[src/hw/fifo.sv]
module fifo #(
    parameter int WIDTH    = 32,
    parameter int LOGDEPTH = 4
) (
    input  logic             clk,
    input  logic             rst,

    input  logic             enq_valid,
    input  logic [WIDTH-1:0] enq_data,
    output logic             enq_ready,

    output logic             deq_valid,
    output logic [WIDTH-1:0] deq_data,
    input  logic             deq_ready
);

    localparam int DEPTH = 1 << LOGDEPTH;

    logic [WIDTH-1:0]    mem [DEPTH];
    logic [LOGDEPTH-1:0] wr_ptr;
    logic [LOGDEPTH-1:0] rd_ptr;
    logic [LOGDEPTH:0]   count;
    logic                enq_fire;
    logic                deq_fire;

    assign enq_fire  = enq_valid & enq_ready;
    assign deq_fire  = deq_valid & deq_ready;

    assign enq_ready = count != (LOGDEPTH + 1)'(DEPTH);
    assign deq_valid = count != '0;
    // head entry comes straight out of the storage registers
    assign deq_data  = mem[rd_ptr];

    always_ff @(posedge clk) begin
        if (enq_fire) begin
            mem[wr_ptr] <= enq_data;
        end
    end

    // pointers wrap on their own since the depth is a power of two
    always_ff @(posedge clk) begin
        if (rst) begin
            wr_ptr <= '0;
            rd_ptr <= '0;
            count  <= '0;
        end else begin
            if (enq_fire) begin
                wr_ptr <= wr_ptr + 1'b1;
            end
            if (deq_fire) begin
                rd_ptr <= rd_ptr + 1'b1;
            end
            if (enq_fire && !deq_fire) begin
                count <= count + 1'b1;
            end else if (deq_fire && !enq_fire) begin
                count <= count - 1'b1;
            end
        end
    end

    // count and pointer distance drift apart on an overflow or underflow
    a_ptrs_match_count: assert property (@(posedge clk) disable iff (rst)
        count[LOGDEPTH-1:0] == LOGDEPTH'(wr_ptr - rd_ptr))
        else $error("fifo count and pointers disagree after an overflow or underflow");

endmodule

[config.mk]
export PLATFORM = sky130hd
export DESIGN_NAME = fifo
export DESIGN_NICKNAME = d
export VERILOG_FILES = /design/src/hw/fifo.sv
export SDC_FILE = /design/constraint.sdc
export NUM_CORES = 1
export LEC_CHECK = 0
export ABC_AREA = 1
export BUFFER_PORTS_ARGS = -buffer_cell sky130_fd_sc_hd__buf_2
export CAP_MARGIN = 30
export CORE_MARGIN = 1
export CORE_UTILIZATION = 35
export CTS_BUF_LIST = sky130_fd_sc_hd__clkbuf_4
export DETAILED_ROUTE_END_ITERATION = 16
export GPL_TIMING_DRIVEN = 0
export HOLD_SLACK_MARGIN = 0.12
export PLACE_DENSITY = 0.54
export SLEW_MARGIN = 30
export SYNTH_ARGS = -nofsm -noshare
export SYNTH_HDL_FRONTEND = slang
export SYNTH_SLANG_ARGS = --single-unit
[constraint.sdc]
create_clock -name clk -period 3 [get_ports clk]
set_input_delay 0.15 -clock clk [delete_from_list [all_inputs] [get_ports clk]]
set_output_delay 0.15 -clock clk [all_outputs]
set_load 0.01 [all_outputs]
Yosys cells after proc, flatten, opt, wreduce, memory -nomap -nowiden --
Memories as Yosys holds them, arrays and structs flattened. A register that Yosys moved wholly into a read port is not among the register bits. Index checks and enable logic that the tools add are counted.
Word-level totals: bits of input ports 36, flip-flop bits (word level) 13, memory bits (writable) 512, memories 1, output and inout port bits 34, word-level logic and storage cells 23
Cells by class: bitwise logic cells 2, eq/ne operators 1, reduce and logical (&&, ||, !) cells 6, muxes and demuxes 6, add/sub/neg operators 4
Memories:
- mem | words 16, bits a word 32, rd ports 1, clocked after Yosys merged registers in 1, write ports 1, RTL line 19 | logic [WIDTH-1:0] mem [DEPTH];
Operators with widths (count):
- 5-bit 2-to-1 mux | 2
- 4-bit by 1-bit adder with 4-bit output (second input constant) | 2
- 4-bit 2-to-1 mux | 2
- 5-bit by 1-bit adder with 5-bit output (second input constant) | 1
- 5-bit != test (second input constant) | 1
- 5-bit nonzero test | 1
- 5-bit by 1-bit subtractor with 5-bit output (second input constant) | 1
- 1-bit bitwise AND | 2
- 1-bit logical AND | 2
- 1-bit logical NOT | 2
- 1-bit 2-to-1 mux | 2
- 2-bit nonzero test | 1

Depth between registers and ports, before layout --
word-level depth 6, gate-level depth with buffers 13, gate-level depth less buffers 13

Least setup slack after synthesis --
OpenSTA, ideal clock, no wires.
kind register to register, start register count[0], end memory mem[0][0] (enable), buffers on the path 0, required time 2.579 ns, clock period less this slack 2.811 ns, stages on the path, launching flop included 7, data arrival time 2.390 ns, slack 0.189 ns, path through dfxtp_1 nor2_1 nand3_1 nand2_1 inv_1 nand2_1 nor2_1
On the way: longest elaborated chain between the ends 4
RTL lines:
- start, declared | RTL line 22 | logic [LOGDEPTH:0] count;
- start signal, assigned | RTL line 54 | count <= count + 1'b1;
- start signal, assigned | RTL line 56 | count <= count - 1'b1;
- 5-bit != test | RTL line 29 | assign enq_ready = count != (LOGDEPTH + 1)'(DEPTH);
- named net enq_ready | RTL line 10 | output logic enq_ready,
- 1-bit bitwise AND | RTL line 26 | assign enq_fire = enq_valid & enq_ready;
- named net enq_fire | RTL line 23 | logic enq_fire;
- 1-bit 2-to-1 mux | RTL line 35 | if (enq_fire) begin
- 1-bit 2-to-1 mux (not written as such) | RTL line 36 | mem[wr_ptr] <= enq_data;
- end, declared | RTL line 19
The timed path passes the listed nets, and every way through them passes these cells.

==> metrics.yaml <==
setup_path:
  critPathKind: "flip-flop to output port"
  critical_path.cell_chain: "buf_2, buf_4, nand3_1, nand3_1, nand3_1, nand2_1, buf_2"
  critical-path-slowest-cell: "dfxtp_1"
  critPathArrivalTime_ps: 2740
  cpPeakStageDelay_ps: 500
  cp-end-kind: "output port"
  crit_path_frequent_cell: "nand3_1"
  critPathMaxFanout: 10
  worstPathRequired_ps: 2850
  critPathLaunchType: "flip-flop"
layout:
  fin_nets: 2565
  final_cell_mix: "nand2_1 (701), edfxtp_1 (512), inv_1 (402), nand3_1 (394), clkbuf_4 (235)"
  fill_cells: 6135
  final_common_cell: "nand2_1"
  fin_cells: 3480
  syn2layout_area_growth_pct: 22.2
  post-route-util_pct: 43.4
  drive_gt1_share_pct: 17.6
place:
  dp_cells: 3156
  post-dp-hpwl_um: 44700
  globalplace.congestion: 0.810
  portBuffers: 69
die:
  die_y_um: 258
  die_x_um: 258
  ioPinCount: 70
  dieArea_um2: 66600
  rows: 93
  core_area_um2: 64600
  start_util_pct: 35.5
sta:
  slew_headroom_pct: 53.5
  finalSetupViolations: 0
  fin_crit_sh_pct: 96.5
  clock.fmax_mhz: 346
  tightest_slew_ps: 695
  finClkSkew_ps: 60.7
  hold_violations: 0
  final.min_clock_period_ps: 2890
  rsz0062_at_grt: "yes"
  slew_violations: 0
detailed_routing:
  drc: 0
  drtIter0Drc: 1433
  num_vias: 16600
  routed_wirelength_um: 70100
  routedWlPerCell_um: 20.2
  dr.pass1.iters: 5
  drtAntennaViolNets: 0
  via_per_inst: 4.76
power_and_ir_drop:
  power.total_mw: 20.5
  p_int_mw: 13.7
  switching_share_pct: 33.1
  power.leakage_nw: 12.1
  power.switching_mw: 6.78
  powerDensity_nw_per_um2: 730
  clkPwrFrac_pct: 32.0
  vdd_drop_max_mv: 0.476
  power_frac_comb_pct: 26.6
  p_seq_share_pct: 41.4
clocking:
  cts_tree: "built"
  clkLatencyLatePin_ps: 1000
  cts_made_buffers: 145
  cts_setup_buffers: 0
  cts_buffer_depth: 3
  htree_levels: 4
  root_buffer: "clkbuf_4"
  cts.sinks: 529
  clkTransAtPathRegs_ps: 60
logic_synthesis:
  yosys_warnings: 0
  syn-cell-area_um2: 22900
  synth_fa_ha_area_share_pct: 0.578
  yosys.area.top_type: "edfxtp_1"
  netlist_top_cells_area: "edfxtp_1 (67%), nand2_1 (11%), nand3_1 (8.6%)"
  ys_ff_latch: 529
  syn_nets: 2246
  synth_top_area_share_pct: 67.0
  synth_cells: 2200
  muxShareOfSynthArea_pct: 0
  synth_compound_area_share_pct: 0.284
  synth_top_family_by_area: "simple AND/OR/NAND/NOR gates"
  synth-simple-area-share_pct: 20.8
  yosysSeqAreaShare_pct: 68.5
  synthXorXnorAreaFrac_pct: 0.115
  avgSynthCellArea_um2: 10.4
  synth_cell_type_count: 21
global_route:
  grt_max_degree: 18
  grtUsageTotal_pct: 21.5
  grt_pass1_wl_um: 103000
  grt_pass1_vias: 16200
  antenna_found_initial: 2
  gr-total-overflow: 0
outcome:
  outcome: "complete, no violations"
min_path:
  hold_class: "flip-flop to flip-flop"
flow_run:
  max_cap_viol_count: 0
-- worst paths after layout --
path	from	endpoint	slack [ps]	depth (start not counted)
max reg2reg	count[0]	mem[5][18]	490	8
min	rd_ptr[2]	flip-flop	500	2
max	flip-flop	deq_data[4]	110	7
min reg2reg	rd_ptr[2]	flip-flop	500	2
-- power groups by stage --
| stage | Sequential [mW] | Clock [mW] | Combinational [mW] |
|---|---|---|---|
| finish | 8.47 | 6.55 | 5.44 |
| detailed placement | 8.62 | 0 | 5.32 |
| CTS | 8.46 | 6.69 | 5.45 |
| floorplan | 8.60 | 0 | 3.07 |
| global route | 8.48 | 7.07 | 5.95 |
| global placement | 8.64 | 0 | 5.12 |
-- cell type report --
class / count / area [µm²] / area share, %
inverters: 404 / 1520 / 5.43
clock buffers: 226 / 1700 / 6.06
clock inverters: 25 / 155 / 0.554
multi-input cells: 1162 / 5100 / 18.2
repair buffers: 173 / 1930 / 6.90
flip-flops and latches: 529 / 15700 / 56.1
diodes: 2 / 5.00 / 0.0179
well taps: 855 / 1070 / 3.82
plain buffers: 104 / 820 / 2.93
-- metrics by stage --
| stage | hold slack [ps] | worst slack (ps) | area [µm²] | setup TNS [ps] |
|---|---|---|---|---|
| global placement | 416 | -1820 | 24400 | -847650 |
| CTS | 505 | 1.92 | 28000 | 0 |
| floorplan | 219 | 189 | 22900 | 0 |
| global route | 548 | -41.7 | 28000 | -58.0 |
| finish | 500 | 106 | 28000 | 0 |
| detailed placement | 425 | 470 | 25300 | 0 |
-- logic make-up (layout without fill, tap and decap cells) --
| group | after synthesis | in the layout |
|---|---|---|
| AND/OR/NAND/NOR | 1136 | 1136 |
| flip-flops | 529 | 529 |
| buffers and inverters | 509 | 932 |
| AO/OA/AOI/OAI | 13 | 13 |
| adder cells (fa/ha/maj) | 10 | 10 |
| XOR/XNOR | 3 | 3 |
| other | 0 | 2 |
-- what timing repair did --
item                       4_1_cts  5_1_grt
hold endpoints to repair       545        0
hold buffers                    72        0
resized for setup               32       14
setup endpoints to repair       32       16
-- per-layer routing --
metal | track usage, % | vias to the layer above | share of wire, %
met5 | 0 | - | 0
met4 | 8.23 | 0 | 2.5
met3 | 4.73 | 123 | 7.4
met2 | 35.4 | 648 | 48
met1 | 27.5 | 7952 | 42
li1 | - | 7857 | -
-- sequential cells by signal, indices dropped and copies added, names as in the netlist, named ones only --
signal,cells
mem,512
rd_ptr,4
wr_ptr,4
count,5
-- Yosys cell counts (all sizes together) --
cell / number
or2: 1
edfxtp: 512
a21oi: 6
ha: 9
inv: 404
nand3: 394
buf: 94
clkbuf: 11
nor2: 40
xor2: 3
fa: 1
dfxtp: 17
o21ai: 7
nand2: 701
-- worst max-delay path: cells and delay by family, from the launching register on --
kind / cells / cell delay (ps)
flops: 1 / 500
buf+inv: 3 / 740
simple gates: 4 / 540
Note: power is estimated with default switching activity, not from simulation.
