**src/hw/conv2d_settings.svh**
```systemverilog
`ifndef CONV2D_SETTINGS_SVH
`define CONV2D_SETTINGS_SVH

// memory word address width
`define CONV_AWIDTH 32

// signed data word width shared by weights and pixels
`define CONV_DWIDTH 32

// odd kernel side length
`define CONV_WT_DIM 3

// log2 of the tag FIFO and write FIFO depth
`define CONV_FIFO_LOGDEPTH 4

`endif
```
**src/hw/conv2d_pkg.sv**
```systemverilog
`include "conv2d_settings.svh"

package conv2d_pkg;

    // one element issued by the address generator
    // either a weight read, a window read or a skipped halo cell
    typedef struct packed {
        // element is a kernel weight, not a window pixel
        logic is_weight;
        // outside the map so no read went out and the value is zero
        logic halo;
        // final element of a weight load or of a window
        logic last;
    } elem_tag_t;

    // write request whose address and data share one FIFO entry
    typedef struct packed {
        logic        [`CONV_AWIDTH-1:0] addr;
        logic signed [`CONV_DWIDTH-1:0] data;
    } mem_wr_req_t;

endpackage

```
**src/hw/conv2d_compute.sv**
```systemverilog
`include "conv2d_settings.svh"

module conv2d_compute (
    input  logic                    clk,
    input  logic                    rst,

    input  conv2d_pkg::elem_tag_t   tag,
    input  logic                    tag_valid,
    output logic                    tag_ready,

    input  logic [`CONV_DWIDTH-1:0] resp_read_data,
    input  logic                    resp_read_data_valid,
    output logic                    resp_read_data_ready,

    output logic [`CONV_DWIDTH-1:0] ofm_data,
    output logic                    ofm_valid,
    input  logic                    ofm_ready
);

    localparam int WT_SIZE = `CONV_WT_DIM * `CONV_WT_DIM;
    localparam int IDX_W   = $clog2(WT_SIZE + 1);

    logic signed [`CONV_DWIDTH-1:0] wt [WT_SIZE];
    logic [IDX_W-1:0]               load_idx;
    logic [IDX_W-1:0]               win_idx;
    logic signed [`CONV_DWIDTH-1:0] acc;
    logic signed [`CONV_DWIDTH-1:0] elem;
    logic signed [`CONV_DWIDTH-1:0] product;
    logic signed [`CONV_DWIDTH-1:0] acc_sum;
    logic                           pop;
    logic                           pop_wt;
    logic                           pop_win;

    // a non-halo tag leaves together with its read data
    assign resp_read_data_ready = tag_valid & ~tag.halo;
    assign tag_ready            = tag.halo | resp_read_data_valid;

    assign pop     = tag_valid & tag_ready;
    assign pop_wt  = pop & tag.is_weight;
    assign pop_win = pop & ~tag.is_weight;

    // halo cells contribute zero and products wrap at the data width
    assign elem    = tag.halo ? '0 : $signed(resp_read_data);
    assign product = elem * wt[win_idx];
    assign acc_sum = acc + product;

    always_ff @(posedge clk) begin
        if (pop_wt) begin
            wt[load_idx] <= $signed(resp_read_data);
        end
    end

    always_ff @(posedge clk) begin
        if (rst) begin
            load_idx  <= '0;
            win_idx   <= '0;
            acc       <= '0;
            ofm_valid <= 1'b0;
        end else begin
            if (pop_wt) begin
                load_idx <= tag.last ? '0 : load_idx + 1'b1;
            end
            if (pop_win) begin
                win_idx <= tag.last ? '0 : win_idx + 1'b1;
                acc     <= tag.last ? '0 : acc_sum;
            end
            if (pop_win && tag.last) begin
                ofm_valid <= 1'b1;
            end else if (ofm_ready) begin
                ofm_valid <= 1'b0;
            end
        end
    end

    // result register holds until the address generator takes it
    always_ff @(posedge clk) begin
        if (pop_win && tag.last) begin
            ofm_data <= acc_sum;
        end
    end

    // a response can only follow a request whose tag was already pushed
    a_data_has_tag: assert property (@(posedge clk) disable iff (rst)
        resp_read_data_valid |-> tag_valid)
        else $error("read data arrived with no tag at the head of the tag FIFO");

endmodule

```
**config.mk**
```make
export PLATFORM = sky130hd
export DESIGN_NAME = conv2d_compute
export DESIGN_NICKNAME = d
export VERILOG_FILES = /design/src/hw/conv2d_pkg.sv /design/src/hw/conv2d_compute.sv
export VERILOG_INCLUDE_DIRS = /design/src /design/src/hw
export SDC_FILE = /design/constraint.sdc
export NUM_CORES = 2
export LEC_CHECK = 0
export BUFFER_PORTS_ARGS = -buffer_cell sky130_fd_sc_hd__clkbuf_2
export CELL_PAD_IN_SITES_DETAIL_PLACEMENT = 1
export CELL_PAD_IN_SITES_GLOBAL_PLACEMENT = 1
export CORE_MARGIN = 2
export CORE_UTILIZATION = 45
export CTS_CLUSTER_DIAMETER = 120
export DETAILED_ROUTE_END_ITERATION = 12
export GPL_TIMING_DRIVEN = 0
export PLACE_DENSITY_LB_ADDON = 0.1
export REMOVE_ABC_BUFFERS = 1
export SYNTH_ARGS = -nofsm -noshare
export SYNTH_HDL_FRONTEND = slang
export SYNTH_SLANG_ARGS = --single-unit
export TNS_END_PERCENT = 1
```
**constraint.sdc**
```tcl
create_clock -name clk -period 12.44 [get_ports clk]
set_input_delay 1.244 -clock clk [delete_from_list [all_inputs] [get_ports clk]]
set_output_delay 1.244 -clock clk [all_outputs]
set_load 0.1 [all_outputs]
```
Word level (Yosys, flattened, before mapping):

Memory sizes are Yosys's and may differ from the RTL's. A register that Yosys moved wholly into a read port is not among the register bits.
Index checks and enable logic that the tools add are counted.

* register bits after elaboration: 73
* memory bits (writable): 288
* bits of input ports: 40
* output and inout port bits: 35
* word-level logic and storage cells: 29
* memories kept: 1

* add/subtract/negate cells: 3
* multipliers: 1
* mux-type cells: 10
* bitwise operators: 7
* reduce and logical (&&, ||, !) cells: 2

Memories
* wt: depth 9, width 32, rd ports 1, clocked after Yosys merged registers in 1, write ports 1, RTL line conv2d_compute.sv:23 `` logic signed [`CONV_DWIDTH-1:0] wt [WT_SIZE]; ``

Operators by type and width (count)
* $mux 32: 2
* $add 32x32->32: 1
* $mul 32x32->32: 1
* $mux 4: 4
* $add 4x1->4 const B: 2
* $and 1x1->1: 4
* $mux 1: 4
* $not 1->1: 2
* $reduce_bool 2->1: 1
* $logic_and 1x1->1: 1
* $or 1x1->1: 1

Logic depth before layout (Yosys ltp):

* depth in word-level cells: 5
* gate-level depth with buffers: 37

Least setup slack after synthesis:

No wires, ideal clock.

* path type: in2reg
* from: input tag[1] in the netlist's numbering
* to: register acc[31]
* library setup time: 0.070 ns
* data arrival time: 9.013 ns
* setup slack: 3.357 ns
* stages: 29
* buffers on the path: 4
* cell sequence: clkbuf_1 > clkbuf_1 > clkbuf_1 > nand2b_1 > buf_1 > nor2_1 > fa_1 > fa_1 > inv_1 > fa_1 > fa_1 > fa_1 > fa_1 > inv_1 > fa_1 > inv_1 > fa_1 > inv_1 > ha_1 > o21a_1 > o211ai_1 > o41ai_1 > a211o_1 > a311o_1 > nand4_1 > o2bb2ai_1 > xnor3_1 > or3_1 > a21oi_1

* cells in the longest elaborated chain, start to end: 4
* elaborated cells between the ends (all ways): 7
* classes of those cells: add/sub: 1; mul: 1; mux: 2; bitwise: 3

Ends and longest elaborated chain
* start: declaration: RTL line conv2d_compute.sv:7 `input conv2d_pkg::elem_tag_t tag,`
* $mux 32: RTL line conv2d_compute.sv:43 `assign elem = tag.halo ? '0 : $signed(resp_read_data);`
* $mul 32x32->32: RTL line conv2d_compute.sv:44 `assign product = elem * wt[win_idx];`
* $add 32x32->32: RTL line conv2d_compute.sv:45 `assign acc_sum = acc + product;`
* $mux 32: RTL line conv2d_compute.sv:65 `acc <= tag.last ? '0 : acc_sum;`
* end signal: assignment: RTL line conv2d_compute.sv:65
* end: declaration: RTL line conv2d_compute.sv:26 `` logic signed [`CONV_DWIDTH-1:0] acc; ``

Several ways; a longest one is shown, not always the timed one.
A chain may end at the register's enable or synchronous reset.

==> summary.md <==
| Metric | Value |
|---|---|
| Dpl cell area | 0.0323 sq mm |
| Htree depth | 2 |
| Top cell by count, worst path | fa_1 |
| Final Skew | 0.0554 ns |
| Max-slew violation count | 0 |
| Pleak | 14.2 nW |
| Setup TNS | 0 ns |
| Yosys warns | 0 |
| Clock Latency Late Sink | 0.62 ns |
| Setup crit start kind | flip-flop |
| Required time of the critical path | 12.92 ns |
| Critical path endpoint category | flip-flop |
| Most common cell after layout, fill and taps aside | inv_1 |
| Fin. Hold Viols | 0 |
| Post-route insts no fill | 3600 |
| Worst vdd ir | 0.418 mV |
| CTS Buf Count | 42 |
| Syn avg cell area | 11.5 sq um |
| Max Cap Viol | 0 |
| Largest net degree at the start of global routing | 61 |
| GRT Overall Usage | 0.265 |
| Die ar. | 0.0702 sq mm |
| Status | finished clean |
| DR WL/cell | 24.7 um |
| DR pass1 iterations | 5 |
| GPL Wtd Cong | 0.885 |
| Initial Util | 0.456 |
| Die Height | 265 um |
| Worst path top cell family by delay | adder cells |
| Final nets | 3325 |
| Worst EP arrival | 11.08 ns |
| Post-synth EDFFs | 320 |
| Final Setup Violations | 0 |
| First-pass GRT wire length | 138000 um |
| CTS tree | yes |
| Row cnt | 95 |
| Max incr delay on CP | 1.00 ns |
| Grt ovf | 0 |
| Slowest CP cell | mux2i_4 |
| Post-CTS setup buffer count | 0 |
| Port bufs | 74 |
| Layout cells sized above 1 | 0.0991 |
| Inst Count DP | 3520 |
| Via-to-Cell Ratio | 5.38 |
| Tightest Pin Transition | 1.46 ns |
| Primary FF master, synth | edfxtp_1 |
| 1st-iter DRT viols | 1032 |
| Power per cell area | 290 mW/mm^2 |
| Register area share after synthesis | 0.343 |
| Die X | 265 um |
| Routed WL | 88800 um |
| Commonest non-fill, non-tap cells in the layout | 525 x inv_1, 438 x fa_1, 330 x nor2_1 |
| Max Fclk | 94.3 MHz |
| CP Max Fanout | 36 |
| Vias | 19355 |
| Post-Syn Instances | 2660 |
| Unrepaired setup endpoints after global routing | false |
| Critical setup path kind | reg -> reg |
| CTS Root Cell | clkbuf_16 |
| Fin crit share | 0.852 |
| Hold buffers post-CTS | 0 |
| I/O pins | 75 |
| Post-DRT Antenna Nets | 0 |
| Mapped Area | 0.0307 sq mm |
| Clk sinks | 365 |
| Number of fill cells in the layout | 7006 |
| Detail Placement HPWL | 67000 um |
| Max-slew headroom | 0.0267 |
| DRC viols | 0 |
| Finished Cell Area | 0.0338 sq mm |
| Worst Hold Class | reg -> reg |
| Post-synth top area share | 0.313 |
| Minimum clock period | 10.60 ns |
| Netlist cell types | 67 |
| Worst-path clk slew | 0.06 ns |
| Clock tree buffer depth | 3 |
| Vias in the first global route | 22335 |
| Antenna violations before repair | 3 |
| Dominant cells by area after synthesis | edfxtp_1 31%, fa_1 29%, inv_1 6.4% |
| Total core area | 0.0673 sq mm |
| Asr flop ratio synth | 0 |
| Yosys reg bits | 365 |
| Area growth syn-to-layout | 10.1% |
| Crit path buf inv count | 4 |
| Post-cts gate resize count | 0 |
| Synth area leader | edfxtp_1 |
==> power breakdown <==
part           internal (mW)  switching (mW)
sequential              1.66          0.0244
clock                  0.749           0.547
combinational           2.75            4.06
==> synth_stat cells, drive strengths merged, types with 3 or more instances <==
cell / number
nand2: 188
nor2b: 41
xnor2: 67
o22a: 4
o21bai: 5
nor3b: 9
clkbuf: 81
dfxtp: 45
buf: 35
and2: 32
a21oi: 43
nand3: 7
nand2b: 89
o21ai: 32
o22ai: 8
edfxtp: 320
a32o: 3
a21o: 18
mux2i: 21
mux4: 64
nor3: 11
xnor3: 6
nor2: 332
a22oi: 19
xor2: 8
nand3b: 3
inv: 525
fa: 438
mux2: 5
o21a: 11
o211ai: 4
ha: 156
==> state kept, by name (all words and copies together) (netlist names), named ones only <==
| signal | flops |
|---|---|
| win_idx | 4 |
| acc | 32 |
| ofm_valid | 1 |
| wt | 288 |
| ofm_data | 32 |
| load_idx | 4 |
==> per-layer routing <==
layer,part of all wire,up-vias,track usage
met5,0,-,0
met4,0.033,0,0.0835
met3,0.036,127,0.0290
met2,0.50,384,0.462
met1,0.43,10388,0.348
li1,-,8456,-
==> logic make-up after synthesis <==
logic type               after synthesis  synth area share
adder cells (fa/ha/maj)              594             0.350
buffers and inverters                641            0.0825
AND/OR/NAND/NOR                      727             0.106
XOR/XNOR                              81            0.0258
flip-flops                           365             0.343
AO/OA/AOI/OAI                        162            0.0351
multiplexers                          90            0.0578
==> area by class of cell <==
cell class              count  area, sq um  share of cell area
multi-input cells        1654        17700               0.525
clock inverters            29          364              0.0108
clock buffers              48         1090              0.0324
flip-flops and latches    365        10500               0.312
repair buffers            103          972              0.0288
inverters                 525         1970              0.0584
well taps                 873         1090              0.0324
diodes                      3         7.51            0.000222
==> worst reg2reg max path, stage by stage (launching register included) <==
cell and delay, ns:
dfxtp_4 0.86, mux4_2 0.62, mux2_2 0.32, mux2i_4 1.00, nor2_1 0.22, fa_1 0.53, fa_1 0.50, inv_1 0.05
fa_1 0.48, fa_1 0.58, fa_1 0.45, fa_1 0.54, inv_1 0.05, fa_1 0.48, inv_1 0.05, fa_1 0.47
inv_1 0.04, ha_1 0.37, o21a_1 0.16, o211ai_1 0.25, o41ai_1 0.12, a211o_1 0.39, a311o_1 0.52, nand4_1 0.22
o2bb2ai_1 0.21, xnor3_1 0.48, or3_1 0.37, a21oi_1 0.15
==> through the flow <==
| step | power (mW) | hold slack (ns) | worst slack, ns | utilization |
|---|---|---|---|---|
| final | 9.78 | 0.482 | 1.84 | 0.502 |
| after global routing | 10.7 | 0.503 | 1.44 | 0.502 |
| after CTS | 9.90 | 0.483 | 1.78 | 0.502 |
| after detailed placement | 8.55 | 0.478 | 1.27 | 0.480 |
| after global placement | 8.37 | 0.455 | -2.94 | 0.469 |
| after floorplan | 6.72 | 0.438 | 1.04 | - |
==> path summary, 6_finish.rpt <==
path         cells past startpoint      start  slack, ns  endpoint
min reg2reg                      2    acc[31]       0.48   acc[31]
min                              2    acc[31]       0.48   acc[31]
max reg2reg                     27  flip-flop       1.84   acc[31]
max                             27  flip-flop       1.84   acc[31]
No activity file was read; power rests on OpenSTA's default activity.
