$ cat config.mk
export PLATFORM = sky130hd
export DESIGN_NAME = conv2d_mem_if
export DESIGN_NICKNAME = d
export VERILOG_FILES = /design/src/hw/conv2d_pkg.sv /design/src/hw/conv2d_mem_if.sv /design/src/hw/fifo.sv
export VERILOG_INCLUDE_DIRS = /design/src /design/src/hw
export SDC_FILE = /design/constraint.sdc
export NUM_CORES = 2
export LEC_CHECK = 0
export BUFFER_PORTS_ARGS = -buffer_cell sky130_fd_sc_hd__buf_4
export CAP_MARGIN = 20
export CORE_UTILIZATION = 58
export CTS_BUF_LIST = sky130_fd_sc_hd__clkbuf_16
export DETAILED_ROUTE_END_ITERATION = 7
export PLACE_DENSITY = 0.86
export RECOVER_POWER = 50
export SETUP_SLACK_MARGIN = 0.1
export SYNTH_ARGS = -nofsm -noshare
export SYNTH_HDL_FRONTEND = slang
export SYNTH_SLANG_ARGS = --single-unit
$ cat constraint.sdc
create_clock -name clk -period 12.8 [get_ports clk]
set_input_delay 1.92 -clock clk [delete_from_list [all_inputs] [get_ports clk]]
set_output_delay 1.92 -clock clk [all_outputs]
set_load 0.03 [all_outputs]
$ cat src/hw/conv2d_settings.svh
`ifndef CONV2D_SETTINGS_SVH
`define CONV2D_SETTINGS_SVH

// memory word address width
`define CONV_AWIDTH 32

// signed data word width shared by weights and pixels
`define CONV_DWIDTH 32

// odd kernel side length
`define CONV_WT_DIM 3

// log2 of the tag FIFO and write FIFO depth
`define CONV_FIFO_LOGDEPTH 4

`endif
$ cat src/hw/conv2d_pkg.sv
`include "conv2d_settings.svh"

package conv2d_pkg;

    // one element issued by the address generator
    // either a weight read, a window read or a skipped halo cell
    typedef struct packed {
        // element is a kernel weight, not a window pixel
        logic is_weight;
        // outside the map so no read went out and the value is zero
        logic halo;
        // final element of a weight load or of a window
        logic last;
    } elem_tag_t;

    // write request whose address and data share one FIFO entry
    typedef struct packed {
        logic        [`CONV_AWIDTH-1:0] addr;
        logic signed [`CONV_DWIDTH-1:0] data;
    } mem_wr_req_t;

endpackage

$ cat src/hw/conv2d_mem_if.sv
`include "conv2d_settings.svh"

module conv2d_mem_if (
    input  logic                        clk,
    input  logic                        rst,

    input  logic                        start,
    output logic                        idle,

    input  logic [31:0]                 fm_dim,
    input  logic [31:0]                 wt_offset,
    input  logic [31:0]                 ifm_offset,
    input  logic [31:0]                 ofm_offset,

    output logic [`CONV_AWIDTH-1:0]     req_read_addr,
    output logic                        req_read_addr_valid,
    input  logic                        req_read_addr_ready,

    output conv2d_pkg::elem_tag_t       tag,
    output logic                        tag_valid,
    input  logic                        tag_ready,

    input  logic [`CONV_DWIDTH-1:0]     ofm_data,
    input  logic                        ofm_valid,
    output logic                        ofm_ready,

    output conv2d_pkg::mem_wr_req_t     req_write,
    output logic                        req_write_valid,
    input  logic                        req_write_ready,

    input  logic                        resp_write_status,
    input  logic                        resp_write_status_valid,
    output logic                        resp_write_status_ready
);
    import conv2d_pkg::*;

    localparam int WT_DIM      = `CONV_WT_DIM;
    localparam int HALF_WT_DIM = WT_DIM / 2;

    localparam logic [2:0] ST_IDLE       = 3'd0;
    localparam logic [2:0] ST_READ_WT    = 3'd1;
    localparam logic [2:0] ST_READ_IFM   = 3'd2;
    localparam logic [2:0] ST_WRITE_OFM  = 3'd3;
    localparam logic [2:0] ST_LAST_WRITE = 3'd4;

    logic [2:0]         state_q;
    logic [2:0]         state_d;
    logic [31:0]        m_cnt;
    logic [31:0]        n_cnt;
    logic [31:0]        x_cnt;
    logic [31:0]        y_cnt;
    logic signed [31:0] idx;
    logic signed [31:0] idy;
    logic               halo;
    logic [31:0]        wt_idx;
    logic [31:0]        ifm_idx;
    logic [31:0]        ofm_idx;
    logic               rd_slot;
    logic               elem_step;
    logic               win_last;
    logic               ofm_fire;
    logic               last_pixel;
    mem_wr_req_t        wr_enq;
    logic               wr_enq_valid;
    logic               wr_enq_ready;
    logic               wr_fire;
    logic               status_fire;
    logic [15:0]        wr_pending;
    logic               done;

    // window coordinate of the current kernel element
    // halo when it falls outside the map on either axis
    assign idx  = $signed(x_cnt - 32'(HALF_WT_DIM) + n_cnt);
    assign idy  = $signed(y_cnt - 32'(HALF_WT_DIM) + m_cnt);
    assign halo = (idx < 0) | (idy < 0) |
                  (idx >= $signed(fm_dim)) | (idy >= $signed(fm_dim));

    assign wt_idx  = m_cnt * 32'(WT_DIM) + n_cnt;
    assign ifm_idx = $unsigned(idy) * fm_dim + $unsigned(idx);
    assign ofm_idx = y_cnt * fm_dim + x_cnt;

    assign win_last = (m_cnt == 32'(WT_DIM - 1)) & (n_cnt == 32'(WT_DIM - 1));

    // a real read only goes out together with its tag
    assign rd_slot             = (state_q == ST_READ_WT) | (state_q == ST_READ_IFM & ~halo);
    assign req_read_addr_valid = rd_slot & tag_ready;
    assign req_read_addr       = (state_q == ST_READ_WT) ? `CONV_AWIDTH'(wt_offset + wt_idx)
                                                         : `CONV_AWIDTH'(ifm_offset + ifm_idx);

    // halo cells push a tag on their own
    assign tag_valid     = (rd_slot & req_read_addr_ready) | (state_q == ST_READ_IFM & halo);
    assign tag.is_weight = state_q == ST_READ_WT;
    assign tag.halo      = (state_q == ST_READ_IFM) & halo;
    assign tag.last      = win_last;
    assign elem_step     = tag_valid & tag_ready;

    assign ofm_ready    = (state_q == ST_WRITE_OFM) & wr_enq_ready;
    assign ofm_fire     = ofm_valid & ofm_ready;
    assign last_pixel   = (x_cnt == fm_dim - 32'd1) & (y_cnt == fm_dim - 32'd1);
    assign wr_enq_valid = (state_q == ST_WRITE_OFM) & ofm_valid;
    assign wr_enq.addr  = `CONV_AWIDTH'(ofm_offset + ofm_idx);
    assign wr_enq.data  = ofm_data;

    fifo #(
        .WIDTH    ($bits(mem_wr_req_t)),
        .LOGDEPTH (`CONV_FIFO_LOGDEPTH)
    ) wr_fifo (
        .clk       (clk),
        .rst       (rst),
        .enq_valid (wr_enq_valid),
        .enq_data  (wr_enq),
        .enq_ready (wr_enq_ready),
        .deq_valid (req_write_valid),
        .deq_data  (req_write),
        .deq_ready (req_write_ready)
    );

    assign resp_write_status_ready = 1'b1;
    assign wr_fire     = req_write_valid & req_write_ready;
    assign status_fire = resp_write_status_valid & resp_write_status_ready;

    // finish on the status of the very last write once nothing else is outstanding
    assign done = (state_q == ST_LAST_WRITE) & status_fire & resp_write_status &
                  ~req_write_valid & (wr_pending == 16'd1);

    assign idle = state_q == ST_IDLE;

    always_comb begin
        state_d = state_q;
        case (state_q)
            ST_IDLE: begin
                if (start) begin
                    state_d = ST_READ_WT;
                end
            end
            ST_READ_WT, ST_READ_IFM: begin
                if (elem_step && win_last) begin
                    state_d = (state_q == ST_READ_WT) ? ST_READ_IFM : ST_WRITE_OFM;
                end
            end
            ST_WRITE_OFM: begin
                if (ofm_fire) begin
                    state_d = last_pixel ? ST_LAST_WRITE : ST_READ_IFM;
                end
            end
            ST_LAST_WRITE: begin
                if (done) begin
                    state_d = ST_IDLE;
                end
            end
            default: state_d = ST_IDLE;
        endcase
    end

    always_ff @(posedge clk) begin
        if (rst) begin
            state_q <= ST_IDLE;
        end else begin
            state_q <= state_d;
        end
    end

    // kernel loop with n inner and m outer
    always_ff @(posedge clk) begin
        if (rst) begin
            m_cnt <= '0;
            n_cnt <= '0;
        end else if (elem_step) begin
            if (n_cnt == 32'(WT_DIM - 1)) begin
                n_cnt <= '0;
                m_cnt <= win_last ? '0 : m_cnt + 32'd1;
            end else begin
                n_cnt <= n_cnt + 32'd1;
            end
        end
    end

    // output pixel loop advances once per accepted result
    always_ff @(posedge clk) begin
        if (rst) begin
            x_cnt <= '0;
            y_cnt <= '0;
        end else if (ofm_fire) begin
            if (x_cnt == fm_dim - 32'd1) begin
                x_cnt <= '0;
                y_cnt <= last_pixel ? '0 : y_cnt + 32'd1;
            end else begin
                x_cnt <= x_cnt + 32'd1;
            end
        end
    end

    always_ff @(posedge clk) begin
        if (rst) begin
            wr_pending <= '0;
        end else begin
            case ({wr_fire, status_fire})
                2'b10:   wr_pending <= wr_pending + 16'd1;
                2'b01:   wr_pending <= wr_pending - 16'd1;
                default: wr_pending <= wr_pending;
            endcase
        end
    end

    a_rd_addr_stable: assert property (@(posedge clk) disable iff (rst)
        req_read_addr_valid && !req_read_addr_ready |=>
            req_read_addr_valid && $stable(req_read_addr))
        else $error("read address dropped or changed under back-pressure");

    // the compute unit only finishes a window while this side waits for it
    a_ofm_in_write: assert property (@(posedge clk) disable iff (rst)
        ofm_valid |-> state_q == ST_WRITE_OFM)
        else $error("ofm result outside WRITE_OFM");

endmodule

$ cat src/hw/fifo.sv
module fifo #(
    parameter int WIDTH    = 32,
    parameter int LOGDEPTH = 4
) (
    input  logic             clk,
    input  logic             rst,

    input  logic             enq_valid,
    input  logic [WIDTH-1:0] enq_data,
    output logic             enq_ready,

    output logic             deq_valid,
    output logic [WIDTH-1:0] deq_data,
    input  logic             deq_ready
);

    localparam int DEPTH = 1 << LOGDEPTH;

    logic [WIDTH-1:0]    mem [DEPTH];
    logic [LOGDEPTH-1:0] wr_ptr;
    logic [LOGDEPTH-1:0] rd_ptr;
    logic [LOGDEPTH:0]   count;
    logic                enq_fire;
    logic                deq_fire;

    assign enq_fire  = enq_valid & enq_ready;
    assign deq_fire  = deq_valid & deq_ready;

    assign enq_ready = count != (LOGDEPTH + 1)'(DEPTH);
    assign deq_valid = count != '0;
    // head entry comes straight out of the storage registers
    assign deq_data  = mem[rd_ptr];

    always_ff @(posedge clk) begin
        if (enq_fire) begin
            mem[wr_ptr] <= enq_data;
        end
    end

    // pointers wrap on their own since the depth is a power of two
    always_ff @(posedge clk) begin
        if (rst) begin
            wr_ptr <= '0;
            rd_ptr <= '0;
            count  <= '0;
        end else begin
            if (enq_fire) begin
                wr_ptr <= wr_ptr + 1'b1;
            end
            if (deq_fire) begin
                rd_ptr <= rd_ptr + 1'b1;
            end
            if (enq_fire && !deq_fire) begin
                count <= count + 1'b1;
            end else if (deq_fire && !enq_fire) begin
                count <= count - 1'b1;
            end
        end
    end

    // count and pointer distance drift apart on an overflow or underflow
    a_ptrs_match_count: assert property (@(posedge clk) disable iff (rst)
        count[LOGDEPTH-1:0] == LOGDEPTH'(wr_ptr - rd_ptr))
        else $error("fifo count and pointers disagree after an overflow or underflow");

endmodule

* After elaboration in Yosys (flattened, before gate mapping) *
Memories as Yosys holds them, arrays and structs flattened. A register that Yosys moved wholly into a read port is not among the register bits.
Index checks and enable logic that the tools add are counted.

word-level totals
  word-level logic and storage cells = 109
  memories = 1
  bits in writable memories = 1024
  bits in registers = 160
  input port bits = 169

memory list
  name         words  width  rd ports  clocked after Yosys merged registers in  wr ports  line        text
  wr_fifo.mem  16     64     1         1                                        1         fifo.sv:19  logic [WIDTH-1:0] mem [DEPTH];

cells by class
  multiplexer cells = 19
  multipliers = 3
  order comparisons = 4
  add/subtract/negate cells = 21
  equal/unequal tests = 16
  bitwise gates (word level) = 23
  reduce and logical (&&, ||, !) cells = 13

operators by type and width
  operator               number
  $add 32x32->32         8
  $mux 32                5
  $add 32x1->32 const B  4
  $sub 32x1->32 const B  3
  $eq 32x2->1 const B    2
  $eq 32x32->1           2
  $ge 32x32->1           2
  $lt 32x1->1 const B    2
  $mul 32x32->32         2
  $mul 32x2->32 const B  1
  $pmux 16 s2            1
  $add 16x1->16 const B  1
  $and 1x1->1            16
  $eq 16x1->1 const B    1
  $sub 16x1->16 const B  1
  $mux 3                 5
  $pmux 3 s4             1
  $mux 5                 2
  $add 4x1->4 const B    2
  $mux 4                 2
  $ne 2x2->1 const B     4
  $eq 3x2->1 const B     2
  $add 5x1->5 const B    1
  $ne 5x5->1 const B     1
  16 further kinds       28

* Logic depth before layout (Yosys ltp) *
  depth after elaboration = 15
  mapped depth = 47

* By module *
A second synthesis with hierarchy kept.

unflattened totals
  cells, all modules = 7795
  area, all modules = 90788.3 µm²

modules (own cells, without submodules)
  module         times used  area an instance (µm²)  seq. area each (µm²)  cells each
  conv2d_mem_if  1           51662.0                 2942.8                6124
  fifo           1           39126.3                 31089.8               1671

* Worst setup path after synthesis *
OpenSTA, ideal clock, no wires.

  path kind = reg-to-output
  from = register y_cnt[1]
  to = output port req_read_addr[31]
  cell stages (with the launch flop) = 46
  slack = -0.469 ns
  data required time = 10.880 ns
  arrival = 11.349 ns
  cells stage by stage = dfxtp_1 clkbuf_1 inv_1 buf_1 ha_1 inv_1 ha_1 a21o_1 a22o_1 o211a_1 o31a_1 o211ai_1 nand3_1 a311oi_1 o21ai_0 a21o_1 a21o_1 xor2_1 [10 not listed] fa_1 fa_1 fa_1 xnor2_1 xnor2_1 xnor2_1 xnor3_1 xnor2_1 xnor2_1 xnor2_1 xnor2_1 xnor3_1 xnor3_1 xnor2_1 xor3_1 xnor3_1 xnor2_1 mux2i_1

on the way
  word-level cells in the longest chain between the ends = 6

ends and longest elaborated chain
  what                    line                  text
  start, declared         conv2d_mem_if.sv:51   logic [31:0] y_cnt;
  start signal, assigned  conv2d_mem_if.sv:186  y_cnt <= last_pixel ? '0 : y_cnt + 32'd1;
  $sub 32x1->32           conv2d_mem_if.sv:74   assign idy = $signed(y_cnt - 32'(HALF_WT_DIM) + m_cnt);
  $add 32x32->32          conv2d_mem_if.sv:74
  $mul 32x32->32          conv2d_mem_if.sv:79   assign ifm_idx = $unsigned(idy) * fm_dim + $unsigned(idx);
  $add 32x32->32          conv2d_mem_if.sv:79
  $add 32x32->32          conv2d_mem_if.sv:88   : `CONV_AWIDTH'(ifm_offset + ifm_idx);
  $mux 32                 conv2d_mem_if.sv:87   assign req_read_addr = (state_q == ST_READ_WT) ? `CONV_AWIDTH'(wt_offset + wt_idx)
  end, declared           conv2d_mem_if.sv:15   output logic [`CONV_AWIDTH-1:0] req_read_addr,

Every way passes these cells.

* Worst setup path in the final report *
  from = register m_cnt[6]
  to = output port req_read_addr[31]

on the way
  word-level cells in the longest chain between the ends = 5
  elaborated cells between the ends (all ways) = 8
  classes of those cells = add/sub (5); mul (2); mux (1)

ends and longest elaborated chain
  what                    line                  text
  start, declared         conv2d_mem_if.sv:48   logic [31:0] m_cnt;
  start signal, assigned  conv2d_mem_if.sv:171  m_cnt <= win_last ? '0 : m_cnt + 32'd1;
  $add 32x32->32          conv2d_mem_if.sv:74
  $mul 32x32->32          conv2d_mem_if.sv:79
  $add 32x32->32          conv2d_mem_if.sv:79
  $add 32x32->32          conv2d_mem_if.sv:88
  $mux 32 (*)             conv2d_mem_if.sv:87

Mark *: on every way between the ends. The rest lies on a longest branch, timed or not.

==> qor.csv <==
metric,value,unit
synth_edf_count,1024,
vias_per_cell,6.30,
critPathMaxFanout,3,
timing.fmax,0.0728,GHz
ys_seq_elements,1188,
synthFlopType,sky130_fd_sc_hd__edfxtp_1,
failed_checks,"DRC, capacitance limit, slew limit, setup timing",
rsz0062_at_grt,yes,
grt_antenna_before_repair,16,
gr-total-overflow,0,
synthDistinctLibCells,81,
fp-row-count,144,
initial_utilization,58.7,%
first_pass_grt_wire_length,426,mm
dieArea,158000,µm²
finalInstanceArea,101000,µm²
post_syn_nets,9377,
holdCritPathClass,flip-flop to flip-flop,
timing.final.crit_period,13.74,ns
critical_path.n_buffers_inverters,4,
timing.final.hold_violations,0,
total_standard_cell_area_after_synthesis,90800,µm²
routedLengthMet1,95.3,mm
period_share,107,%
worst-endpoint-required,10.88,ns
critPathKind,flip-flop to output pin,
critPathTopFamily,adder cells,
setup-violations-final,1,
area_growth_from_synthesis_to_final_layout,11.3,%
ctsRootBufferMaster,sky130_fd_sc_hd__clkbuf_16,
vias,64148,
drive_above_1_share,14.8,%
grt_usage,36.9,%
sequential_element_share_of_the_synthesized_area,37.5,%
clk_transition_reported_paths,0.07,ns
placed_cells,9913,
fin_skew,0.0720,ns
placedInstanceArea,96500,µm²
num-nets-final,9767,
cts_hold_buffers,0,
dp_hpwl,200,mm
clockBufferDepth,3,
clk-insertion-delay-late,0.79,ns
cts_htree_levels,3,
metal2_wl,138,mm
routed_wirelength,294,mm
post_drt_wl_per_cell,28.9,µm
start_kind,flip-flop,
tightest_slew,4.92,ns
max_capacitance_violation_count,21,
path_common_cell,sky130_fd_sc_hd__xnor2_1,
cpMaxStageDelayCell,sky130_fd_sc_hd__fa_2,
cts_buffers,108,
grt_start_max_net_pins,151,
gpl.final_weighted_congestion,1.02,
layout_setup_ws,-0.945,ns
drt_pre_antenna_iters,8,
fp.dieW,398,µm
grt_pass1_vias,67228,
finish.cell_count_without_fillers,10181,
detailroute.wirelength.met3,34.3,mm
slew_margin_rel,-228,%
cp_slowest_stage_delay,0.64,ns
worst_setup_path_end_kind,output pin,
tritoncts,yes,
whs,0.481,ns
syn-instance-count,7645,
report.final.slew_viol_count,723,
floorplan.io_pins,274,
filler_cell_count,10519,
maxUsedRoutingLayer,met5,
drt_drc_violations_left,1,
placeableCoreArea,155000,µm²
die_height,398,µm
cts.sink_count,1188,
numPortBuffers,272,
number_of_warnings_issued_by_yosys,0,
count_of_routing_violations_after_the_opening_detailed_route_iteration,7953,
postRouteAntennaNets,0,
cp.arrival,11.82,ns
async_flop_share,0,%
status,"complete, but fails checks",
postSynthAreaPerCell,11.9,µm²
## cell usage in the layout (no fill, tap or decap), drive strengths merged, types with 29 or more instances in the layout
cell / n
inv: 1417
nor4: 38
nand4: 71
clkinv: 59
nor2b: 35
xnor2: 393
nand2: 823
o21ai: 90
buf: 546
clkbuf: 163
nand2b: 29
dfxtp: 164
o21a: 29
mux4: 320
a21o: 57
a21oi: 181
xor2: 71
fa: 998
and2: 235
nor3: 73
ha: 565
and3: 31
edfxtp: 1024
nand3: 87
nor2: 368
## registers in the layout, indices dropped and copies added, names as in the netlist, named ones only
register        count
n_cnt              32
x_cnt              32
wr_fifo.mem      1024
y_cnt              32
m_cnt              32
wr_fifo.rd_ptr      4
wr_pending         16
state_q             3
wr_fifo.count       5
wr_fifo.wr_ptr      4
## metal layers
metal  vias to the layer above  global-route usage (%)
li1                      25857                       -
met1                     31818                    43.0
met2                      4980                    59.8
met3                      1479                    9.05
met4                        14                    26.9
met5                         -                       0
## layout make-up
class	instances	area (µm²)	area share [%]
Clock buffer	108	2700	2.67
Timing Repair Buffer	601	4430	4.38
Antenna cell	9	22.5	0.0223
Clock inverter	95	1130	1.11
Sequential cell	1188	34100	33.7
Multi-Input combinational cell	4727	50900	50.4
Tap cell	2044	2560	2.53
Inverter	1409	5300	5.24
## path summary, 6_finish.rpt
check / slack (ns) / start / cells after the start / endpoint
min: 0.48 / wr_fifo.rd_ptr[3] / 2 / flip-flop
max reg2reg: 2.25 / x_cnt[2] / 34 / m_cnt[21]
max: -0.94 / m_cnt[6] / 42 / req_read_addr[31]
min reg2reg: 0.48 / wr_fifo.rd_ptr[3] / 2 / flip-flop
## Yosys cell counts, drive strengths merged (7+ instances only)
library cell     n  area, µm²
a211oi          21        170
a21o            57        428
a21oi          181        910
a31oi           14       87.6
and2           235       1470
and3            31        194
and4             7       61.3
buf             57        228
clkbuf         264        991
clkinv          13       48.8
dfxtp          164       3280
edfxtp        1024      30700
fa             998      20000
ha             565       7070
inv           1396       5240
mux4           320       7210
nand2          823       3090
nand2b          29        181
nand3           87        435
nand4           71        444
nor2           368       1380
nor2b           35        219
nor3            73        380
nor4            38        238
o21a            29        218
o21ai           90        458
o21bai          27        203
o31a             7       61.3
o31ai           22        170
or2             14       87.6
or3             27        169
or4             10       75.1
xnor2          393       3440
xor2            71        622
## timing repair
| item | 4_1_cts | 5_1_grt |
|---|---|---|
| endpoints found under the setup margin | 7 | 12 |
| buffers inserted | 19 | 20 |
| pin swaps | 61 | 75 |
| gates resized for setup | 69 | 84 |
## tightest hold or removal path, cell delays in order (launching register included)
cell,delay [ns]
sky130_fd_sc_hd__dfxtp_1,0.31
sky130_fd_sc_hd__o21ai_0,0.06
sky130_fd_sc_hd__a21oi_1,0.07
## logic make-up (layout without fill, tap and decap cells)
group | Yosys count | after routing | synth area share (%)
flip-flops | 1188 | 1188 | 37.5
other | 1 | 10 | 0.00413
AO/OA/AOI/OAI | 499 | 499 | 3.51
buffers and inverters | 1730 | 2213 | 7.16
multiplexers | 327 | 327 | 8.01
adder cells (fa/ha/maj) | 1563 | 1563 | 29.8
XOR/XNOR | 470 | 470 | 4.62
AND/OR/NAND/NOR | 1867 | 1867 | 9.45
## metrics by stage
step | setup TNS [ns] | util [%] | worst slack (ns)
final | -0.945 | 65.3 | -0.945
after global routing | -2.26 | 65.3 | -1.32
after CTS | -0.835 | 65.1 | -0.835
after detailed placement | -0.799 | 62.4 | -0.799
after global placement | -0.626 | 62.4 | -0.626
after floorplan | 0 | - | 0.101
Power is left out: the tool's default activity adds up to more than one toggle a clock period on the data nets, which glitch-free logic cannot reach.
